<file path="config.mk">
export PLATFORM = sky130hd
export DESIGN_NAME = mips_core
export DESIGN_NICKNAME = d
export VERILOG_FILES = /design/src/hw/mips_pkg.sv /design/src/hw/decode.sv /design/src/hw/decode_control.sv /design/src/hw/execute.sv /design/src/hw/memory_writeback.sv /design/src/hw/mips_core.sv /design/src/hw/register_bank.sv
export SDC_FILE = /design/constraint.sdc
export NUM_CORES = 2
export LEC_CHECK = 0
export BUFFER_PORTS_ARGS = -buffer_cell sky130_fd_sc_hd__buf_2
export CORE_UTILIZATION = 45
export DETAILED_ROUTE_END_ITERATION = 12
export HOLD_SLACK_MARGIN = 0.03
export PLACE_DENSITY_LB_ADDON = 0.05
export SYNTH_ARGS = -nofsm -noshare
export SYNTH_HDL_FRONTEND = slang
export SYNTH_HIERARCHICAL = 1
export SYNTH_SLANG_ARGS = --single-unit
</file>
<file path="constraint.sdc">
create_clock -name i_clk -period 7.6 [get_ports i_clk]
set_input_delay 0.38 -clock i_clk [delete_from_list [all_inputs] [get_ports i_clk]]
set_output_delay 0.38 -clock i_clk [all_outputs]
set_load 0.005 [all_outputs]
</file>
<file path="src/hw/mips_pkg.sv">
// shared encodings for the MIPS core
// opcode and funct values, instruction views, stage bundles
`default_nettype none

package mips_pkg;

	// ====================
	// encodings
	// ====================
	localparam logic [5:0] OP_RTYPE = 6'h00;
	localparam logic [5:0] OP_ADDI  = 6'h08;
	localparam logic [5:0] OP_LW    = 6'h23;
	localparam logic [5:0] OP_SW    = 6'h2B;
	localparam logic [5:0] OP_BEQ   = 6'h04;

	localparam logic [5:0] FN_ADD = 6'h20;
	localparam logic [5:0] FN_SUB = 6'h22;
	localparam logic [5:0] FN_AND = 6'h24;
	localparam logic [5:0] FN_OR  = 6'h25;
	localparam logic [5:0] FN_SLT = 6'h2A;

	// alu operation class from the control table
	localparam logic [1:0] ALUOP_ADD   = 2'b00;
	localparam logic [1:0] ALUOP_SUB   = 2'b01;
	localparam logic [1:0] ALUOP_FUNCT = 2'b10;

	localparam int DMEM_WORDS = 64;
	localparam int DMEM_AW    = $clog2(DMEM_WORDS);

	// ====================
	// instruction views
	// ====================
	typedef struct packed {
		logic [5:0] op;
		logic [4:0] rs;
		logic [4:0] rt;
		logic [4:0] rd;
		logic [4:0] shamt;
		logic [5:0] funct;
	} r_fields_t;

	typedef struct packed {
		logic [5:0]  op;
		logic [4:0]  rs;
		logic [4:0]  rt;
		logic [15:0] imm;
	} i_fields_t;

	typedef union packed {
		r_fields_t r;
		i_fields_t i;
	} instr_u;

	// ====================
	// stage bundles
	// ====================
	typedef struct packed {
		logic       regdst;
		logic       branch;
		logic       memread;
		logic       memtoreg;
		logic       memwrite;
		logic       alusrc;
		logic       regwrite;
		logic [1:0] aluop;
	} ctrl_t;

	typedef struct packed {
		logic        valid;
		ctrl_t       ctrl;
		logic [31:0] next_pc;
		logic [31:0] rs_data;
		logic [31:0] rt_data;
		logic [31:0] sign_ext;
		logic [4:0]  rt_addr;
		logic [4:0]  rd_addr;
		logic [5:0]  funct;
	} id_ex_t;

	typedef struct packed {
		logic        valid;
		logic        memread;
		logic        memwrite;
		logic        memtoreg;
		logic        regwrite;
		logic [31:0] alu_result;
		logic [31:0] store_data;
		logic [4:0]  dest;
	} ex_mem_t;

	// register write, also the writeback report
	typedef struct packed {
		logic        valid;
		logic [4:0]  reg_addr;
		logic [31:0] data;
	} wb_t;

	typedef struct packed {
		logic        valid;
		logic        taken;
		logic [31:0] target;
	} branch_t;

endpackage

`default_nettype wire

</file>
<file path="src/hw/decode.sv">
// decode stage: control, register read, sign extension
// and the id_ex pipeline register
`timescale 1ns/1ps
`default_nettype none

module decode (
	input  logic             i_clk,
	input  logic             i_arst_n,
	input  logic             i_instr_valid,
	input  mips_pkg::instr_u i_instr,
	input  logic [31:0]      i_next_pc,
	input  mips_pkg::wb_t    i_wb,
	output mips_pkg::id_ex_t o_id_ex
);
	import mips_pkg::*;

	ctrl_t       ctrl;
	logic [31:0] rs_data;
	logic [31:0] rt_data;
	logic [31:0] sign_ext;
	id_ex_t      id_ex_next;

	// ====================
	// submodules
	// ====================
	decode_control u_decode_control (
		.i_opcode (i_instr.r.op),
		.o_ctrl   (ctrl)
	);

	register_bank u_register_bank (
		.i_clk     (i_clk),
		.i_arst_n  (i_arst_n),
		.i_rs_addr (i_instr.r.rs),
		.i_rt_addr (i_instr.r.rt),
		.i_wb      (i_wb),
		.o_rs_data (rs_data),
		.o_rt_data (rt_data)
	);

	assign sign_ext = {{16{i_instr.i.imm[15]}}, i_instr.i.imm};

	// ====================
	// id_ex register
	// ====================
	always_comb
	begin
		id_ex_next          = '0;
		id_ex_next.valid    = i_instr_valid;
		// bubble carries no control
		id_ex_next.ctrl     = i_instr_valid ? ctrl : '0;
		id_ex_next.next_pc  = i_next_pc;
		id_ex_next.rs_data  = rs_data;
		id_ex_next.rt_data  = rt_data;
		id_ex_next.sign_ext = sign_ext;
		id_ex_next.rt_addr  = i_instr.i.rt;
		id_ex_next.rd_addr  = i_instr.r.rd;
		id_ex_next.funct    = i_instr.r.funct;
	end

	always_ff @(posedge i_clk or negedge i_arst_n)
	begin
		if (!i_arst_n)
			o_id_ex <= '0;
		else
			o_id_ex <= id_ex_next;
	end

endmodule

`default_nettype wire

</file>
<file path="src/hw/decode_control.sv">
// main control table, opcode to control bundle
`timescale 1ns/1ps
`default_nettype none

module decode_control (
	input  logic [5:0]      i_opcode,
	output mips_pkg::ctrl_t o_ctrl
);
	import mips_pkg::*;

	always_comb
	begin
		o_ctrl = '0;
		case (i_opcode)
			OP_RTYPE:
			begin
				o_ctrl.regdst   = 1'b1;
				o_ctrl.regwrite = 1'b1;
				o_ctrl.aluop    = ALUOP_FUNCT;
			end
			OP_ADDI:
			begin
				o_ctrl.alusrc   = 1'b1;
				o_ctrl.regwrite = 1'b1;
				o_ctrl.aluop    = ALUOP_ADD;
			end
			OP_LW:
			begin
				o_ctrl.alusrc   = 1'b1;
				o_ctrl.regwrite = 1'b1;
				o_ctrl.memread  = 1'b1;
				o_ctrl.memtoreg = 1'b1;
				o_ctrl.aluop    = ALUOP_ADD;
			end
			OP_SW:
			begin
				o_ctrl.alusrc   = 1'b1;
				o_ctrl.memwrite = 1'b1;
				o_ctrl.aluop    = ALUOP_ADD;
			end
			OP_BEQ:
			begin
				o_ctrl.branch = 1'b1;
				o_ctrl.aluop  = ALUOP_SUB;
			end
			// anything else is a no-op
			default: o_ctrl = '0;
		endcase
	end

endmodule

`default_nettype wire

</file>
<file path="src/hw/execute.sv">
// execute stage: alu control, alu, branch compare and target
// and the ex_mem pipeline register
`timescale 1ns/1ps
`default_nettype none

module execute (
	input  logic              i_clk,
	input  logic              i_arst_n,
	input  mips_pkg::id_ex_t  i_id_ex,
	output mips_pkg::ex_mem_t o_ex_mem,
	output mips_pkg::branch_t o_branch
);
	import mips_pkg::*;

	logic [31:0] alu_a;
	logic [31:0] alu_b;
	logic [31:0] alu_y;
	logic        alu_ok;
	ex_mem_t     ex_mem_next;
	branch_t     branch_next;

	assign alu_a = i_id_ex.rs_data;
	assign alu_b = i_id_ex.ctrl.alusrc ? i_id_ex.sign_ext : i_id_ex.rt_data;

	// ====================
	// alu
	// ====================
	always_comb
	begin
		alu_y  = '0;
		alu_ok = 1'b1;
		case (i_id_ex.ctrl.aluop)
			ALUOP_ADD: alu_y = alu_a + alu_b;
			ALUOP_SUB: alu_y = alu_a - alu_b;
			ALUOP_FUNCT:
			begin
				case (i_id_ex.funct)
					FN_ADD:  alu_y = alu_a + alu_b;
					FN_SUB:  alu_y = alu_a - alu_b;
					FN_AND:  alu_y = alu_a & alu_b;
					FN_OR:   alu_y = alu_a | alu_b;
					FN_SLT:  alu_y = {31'd0, $signed(alu_a) < $signed(alu_b)};
					// unknown funct, treated as no-op
					default: alu_ok = 1'b0;
				endcase
			end
			default: alu_ok = 1'b0;
		endcase
	end

	always_comb
	begin
		ex_mem_next            = '0;
		ex_mem_next.valid      = i_id_ex.valid;
		ex_mem_next.memread    = i_id_ex.ctrl.memread;
		ex_mem_next.memwrite   = i_id_ex.ctrl.memwrite;
		ex_mem_next.memtoreg   = i_id_ex.ctrl.memtoreg;
		ex_mem_next.regwrite   = i_id_ex.ctrl.regwrite && alu_ok;
		ex_mem_next.alu_result = alu_y;
		ex_mem_next.store_data = i_id_ex.rt_data;
		ex_mem_next.dest       = i_id_ex.ctrl.regdst ? i_id_ex.rd_addr : i_id_ex.rt_addr;

		// beq compares through the subtract
		branch_next.valid  = i_id_ex.valid && i_id_ex.ctrl.branch;
		branch_next.taken  = branch_next.valid && (alu_y == 32'd0);
		branch_next.target = i_id_ex.next_pc + {i_id_ex.sign_ext[29:0], 2'b00};
	end

	always_ff @(posedge i_clk or negedge i_arst_n)
	begin
		if (!i_arst_n)
		begin
			o_ex_mem <= '0;
			o_branch <= '0;
		end
		else
		begin
			o_ex_mem <= ex_mem_next;
			o_branch <= branch_next;
		end
	end

endmodule

`default_nettype wire

</file>
<file path="src/hw/memory_writeback.sv">
// data memory stage with the writeback register
`timescale 1ns/1ps
`default_nettype none

module memory_writeback (
	input  logic              i_clk,
	input  logic              i_arst_n,
	input  mips_pkg::ex_mem_t i_ex_mem,
	output mips_pkg::wb_t     o_wb
);
	import mips_pkg::*;

	logic [31:0]        dmem [DMEM_WORDS];
	logic [DMEM_AW-1:0] dmem_addr;
	logic [31:0]        load_data;
	wb_t                wb_next;

	// word addressed
	assign dmem_addr = i_ex_mem.alu_result[DMEM_AW+1:2];
	assign load_data = i_ex_mem.memread ? dmem[dmem_addr] : 32'd0;

	// ====================
	// data ram
	// ====================
	always_ff @(posedge i_clk)
	begin
		if (i_ex_mem.valid && i_ex_mem.memwrite)
			dmem[dmem_addr] <= i_ex_mem.store_data;
	end

	// ====================
	// writeback
	// ====================
	always_comb
	begin
		wb_next.valid    = i_ex_mem.valid && i_ex_mem.regwrite && (i_ex_mem.dest != 5'd0);
		wb_next.reg_addr = i_ex_mem.dest;
		wb_next.data     = i_ex_mem.memtoreg ? load_data : i_ex_mem.alu_result;
	end

	always_ff @(posedge i_clk or negedge i_arst_n)
	begin
		if (!i_arst_n)
			o_wb <= '0;
		else
			o_wb <= wb_next;
	end

endmodule

`default_nettype wire

</file>
<file path="src/hw/mips_core.sv">
// pipeline top: decode, execute, memory/writeback
`timescale 1ns/1ps
`default_nettype none

module mips_core (
	input  logic              i_clk,
	input  logic              i_arst_n,
	input  logic              i_instr_valid,
	input  mips_pkg::instr_u  i_instr,
	input  logic [31:0]       i_next_pc,
	output mips_pkg::wb_t     o_wb,
	output mips_pkg::branch_t o_branch
);
	import mips_pkg::*;

	id_ex_t  id_ex;
	ex_mem_t ex_mem;
	wb_t     wb;

	// ====================
	// stages
	// ====================
	decode u_decode (
		.i_clk         (i_clk),
		.i_arst_n      (i_arst_n),
		.i_instr_valid (i_instr_valid),
		.i_instr       (i_instr),
		.i_next_pc     (i_next_pc),
		.i_wb          (wb),
		.o_id_ex       (id_ex)
	);

	execute u_execute (
		.i_clk    (i_clk),
		.i_arst_n (i_arst_n),
		.i_id_ex  (id_ex),
		.o_ex_mem (ex_mem),
		.o_branch (o_branch)
	);

	// writeback feeds the register bank and the port
	memory_writeback u_memory_writeback (
		.i_clk    (i_clk),
		.i_arst_n (i_arst_n),
		.i_ex_mem (ex_mem),
		.o_wb     (wb)
	);

	assign o_wb = wb;

endmodule

`default_nettype wire

</file>
<file path="src/hw/register_bank.sv">
// 32x32 register file, two read ports, one write port
// write data bypasses to the read ports in the same cycle
`timescale 1ns/1ps
`default_nettype none

module register_bank (
	input  logic          i_clk,
	input  logic          i_arst_n,
	input  logic [4:0]    i_rs_addr,
	input  logic [4:0]    i_rt_addr,
	input  mips_pkg::wb_t i_wb,
	output logic [31:0]   o_rs_data,
	output logic [31:0]   o_rt_data
);
	import mips_pkg::*;

	logic [31:0] regs [32];

	// one read port, with write-through and $zero
	function automatic logic [31:0] read_port(input logic [4:0] addr);
		logic hit;
		hit = i_wb.valid && (i_wb.reg_addr == addr);
		if (addr == 5'd0)
			return '0;
		else if (hit)
			return i_wb.data;
		else
			return regs[addr];
	endfunction

	always_ff @(posedge i_clk or negedge i_arst_n)
	begin
		if (!i_arst_n)
		begin
			for (int i = 0; i < 32; i++)
				regs[i] <= '0;
		end
		else if (i_wb.valid && (i_wb.reg_addr != 5'd0))
		begin
			regs[i_wb.reg_addr] <= i_wb.data;
		end
	end

	assign o_rs_data = read_port(i_rs_addr);
	assign o_rt_data = read_port(i_rt_addr);

endmodule

`default_nettype wire

</file>
==> metrics <==
asr flop ratio synth=38.8%; via count=98,700; GRT Total Usage=34.5%; Seq/Total Area, Yosys=63.5%; latest clock arrival within the worst-skew pair=0.99 ns; Fin. Hold Viols=0; post-route ant nets=0; combinational fraction of design power=13.6%; unrepaired setup endpoints after global routing=no; DR iter-0 viols=13,200; Clock power frac=41.0%; core area=327,000 sq um; GPL Wtd Cong=0.883; CP endpoint kind=flop; CTS Sinks=3,345; synthesized area=148,000 sq um; Int Power=31,500 uW; largest net degree at the start of global routing=173; antenna violations before repair=34; Crit Path Class=reg -> reg; power share of the sequential group=45.5%; Final setup viols=0; CTS Buf Count=373; R2R Path Start=u_decode/o_id_ex[147]$_DFF_PN0_; count of cell types in the netlist=104; Final min period=6.08 ns; Clock Tree Buf Depth=4; CP Max Fanout=14; CP most frequent cell=or4_1; IO buf count=138; number of synthesized flops with an enable pin=2,048; Slew Viols, Final=0; setup TNS=0 ns; Cells after Synth=9,709; TritonRoute pass-1 iters=6; Sw Share=27.9%; CTS H-tree depth=5; #FFs+latches synth=3,345; Final nets=10,000; normalized max-slew margin=7.18%; Die W=575 microns; Reg2Reg Depth=16; Starting Density=45.2%; Worst Tran Pin Value=1.39 ns; Root Driver=clkbuf_16; via/cell ratio=6.82; GR Overflow Total=0; outcome=finished, final reports clean; Power Total=43,700 uW; CP Cell Sequence=mux2i_1, inv_1, ha_1, fa_1, or2_2, a221oi_1, o31ai_1, a221o_1, a22o_1, nor3_1, nand4bb_1, or4_1, or4_1, or4b_1, or4_1, nor4_2; required time worst endpoint=8.44 ns; Worst Hold Path EP=u_decode/o_id_ex[13]$_DFF_PN0_; Finished Cell Area=167,000 sq um; leakage=0.0645 uW; cts repair resizes=0; Crit path largest cell delay=0.69 ns; Die ar.=331,000 sq um; final worst path period share=80.0%; worst hold start=i_instr[18]; CTS tree=yes; max_cap viols=0; DRC violations left=0; CP arrival=6.92 ns; hold crit path type=in -> reg; maximum vdd drop=0.212 mV; syn_nets=9,928; Synth Area per Inst=15.2 sq um; clock slew seen by the registers of the worst setup and hold paths=0.06 ns; clk_skew=0.0743 ns; warnings from Yosys=6; wire per inst=40.2 microns; Area after DPL=154,000 sq um; post-DP HPWL=340 mm; RR Endpoint=u_execute/o_branch[32]$_DFF_PN0_; io pins=139; FF-to-FF setup slack=1.52 ns; first-pass GRT wire length=797 mm; ys flop type=edfxtp_1; number of global-route vias before repair=95,400; fmax=164 MHz; CP Launch Type=flop; post-layout util=51.0%; switching power=12,200 uW; WHS Path Cells=2; slowest stage cell, crit path=dfrtp_2; final wirelength=581 mm; Site Rows=210; share of layout cells above drive strength 1=28.2%; synthesis-to-finish area growth=12.8%; Die Ht=575 microns; Power Density=262 nW/um^2
state kept, by name (all words and copies together), names as in the netlist:
signal,count
u_memory_writeback/dmem,2048
u_decode/u_register_bank/regs,1024
u_decode/o_id_ex,127
u_execute/o_ex_mem,74
u_memory_writeback/o_wb,38
u_execute/o_branch,34
critical path: cells and delay by family (launching register included):
family	cells	cell delay, ns
and+or+nand+nor	8	3.04
buffers and inverters	1	0.09
adders and majority gates	2	0.61
muxes	1	0.32
DFF	1	0.69
AOI/OAI and AO/OA	4	1.22
layer usage:
metal | global-route usage (%) | share of wire (%)
met1 | 51.5 | 43
met2 | 50.3 | 43
met3 | 7.23 | 10
met4 | 10.7 | 3.7
met5 | 0 | 0.012
layout by cell type, fill, tap and decap left out, types with 32 or more instances in the layout:
cell type         n
a2111oi_0        43
a211oi_1         34
a21oi_1         320
a221o_1          52
a221oi_1        309
a22o_1          116
a22oi_1         514
buf_12           44
buf_2           130
buf_4           333
clkbuf_1        100
clkbuf_16       380
clkbuf_8         32
clkinv_1         53
clkinv_2         60
dfrtp_1        1257
dfrtp_2          33
dlygate4sd3_1    79
edfxtp_1       2048
ha_1            149
inv_1           116
mux2_2         1202
mux2i_1         353
mux4_2          384
nand2_1         171
nand3_1          60
nor2_1          271
nor2_4           86
nor3_1          110
nor4_1           35
o21ai_0         216
o221ai_1         91
o22ai_1         232
xnor2_1          41
worst max-delay path by stage:
stage	startpoint	end	slack, ns	cells after the start
CTS	u_decode/o_id_ex[147]$_DFF_PN0_	u_execute/o_branch[32]$_DFF_PN0_	1.49	16
global route	u_decode/o_id_ex[147]$_DFF_PN0_	u_execute/o_branch[32]$_DFF_PN0_	1.12	16
finish	u_decode/o_id_ex[147]$_DFF_PN0_	u_execute/o_branch[32]$_DFF_PN0_	1.52	16
global placement	u_decode/o_id_ex[147]$_DFF_PN0_	u_execute/o_branch[32]$_DFF_PN0_	1.66	16
floorplan	u_decode/o_id_ex[147]$_DFF_PN0_	u_execute/o_branch[32]$_DFF_PN0_	2.23	17
detailed placement	u_decode/o_id_ex[147]$_DFF_PN0_	u_execute/o_branch[32]$_DFF_PN0_	1.55	16
cells in the mapped netlist (192+ instances only):
cell | instances | area share [%]
edfxtp_1 | 2048 | 42
dfrtp_1 | 1297 | 22
mux2_2 | 1202 | 9.1
a22oi_1 | 514 | 2.6
clkbuf_1 | 390 | 0.99
mux4_2 | 384 | 5.8
nor2_1 | 358 | 0.91
mux2i_1 | 353 | 2.4
a21oi_1 | 321 | 1.1
a221oi_1 | 309 | 1.8
buf_2 | 246 | 0.83
o22ai_1 | 232 | 0.98
o21ai_0 | 218 | 0.74
nand2_1 | 192 | 0.49
power by group through the flow:
stage | Combinational, uW | Sequential, uW | Clock (uW)
6_report | 5920 | 19900 | 17900
4_1_cts | 5790 | 19900 | 18100
3_5_place_dp | 5740 | 20200 | 0
5_1_grt | 6070 | 19900 | 18800
3_3_place_gp | 5720 | 20200 | 0
2_1_floorplan | 3060 | 20100 | 0
final cells by class:
class | instances | area [sq um]
timing repair buffer | 590 | 4880
clock inverter | 166 | 1570
tap | 4346 | 5440
fill | 27300 | 160000
clock buffer | 512 | 10300
multi-input combinational | 5360 | 50100
inverter | 121 | 467
sequential | 3345 | 94000
antenna | 19 | 47.5
logic make-up (layout without fill, tap and decap cells):
group	count (synthesis)	after routing	share of synthesized area, %
XOR/XNOR	52	52	0.308
AND/OR/NAND/NOR	964	964	3.08
multiplexers	1955	1955	17.5
adder cells (fa/ha/maj)	152	152	1.30
buffers and inverters	1004	1389	3.25
flip-flops	3345	3345	63.5
AO/OA/AOI/OAI	2237	2237	11.0
other	0	19	0
through the flow:
step | hold slack, ns | instances | setup WS (ns)
finish | 0.0690 | 14500 | 1.52
global route | 0.0597 | 14400 | 1.12
CTS | 0.0305 | 14400 | 1.49
detailed placement | 0.338 | 13700 | 1.55
global placement | 0.339 | 13700 | 1.66
floorplan | 0.0844 | 9709 | 2.23
what timing repair did:
item	CTS	global route
setup endpoints to repair	0	0
setup buffers	0	0
endpoints found under the hold margin	199	0
hold buffers	79	0
(Power assumes the default switching activity.)
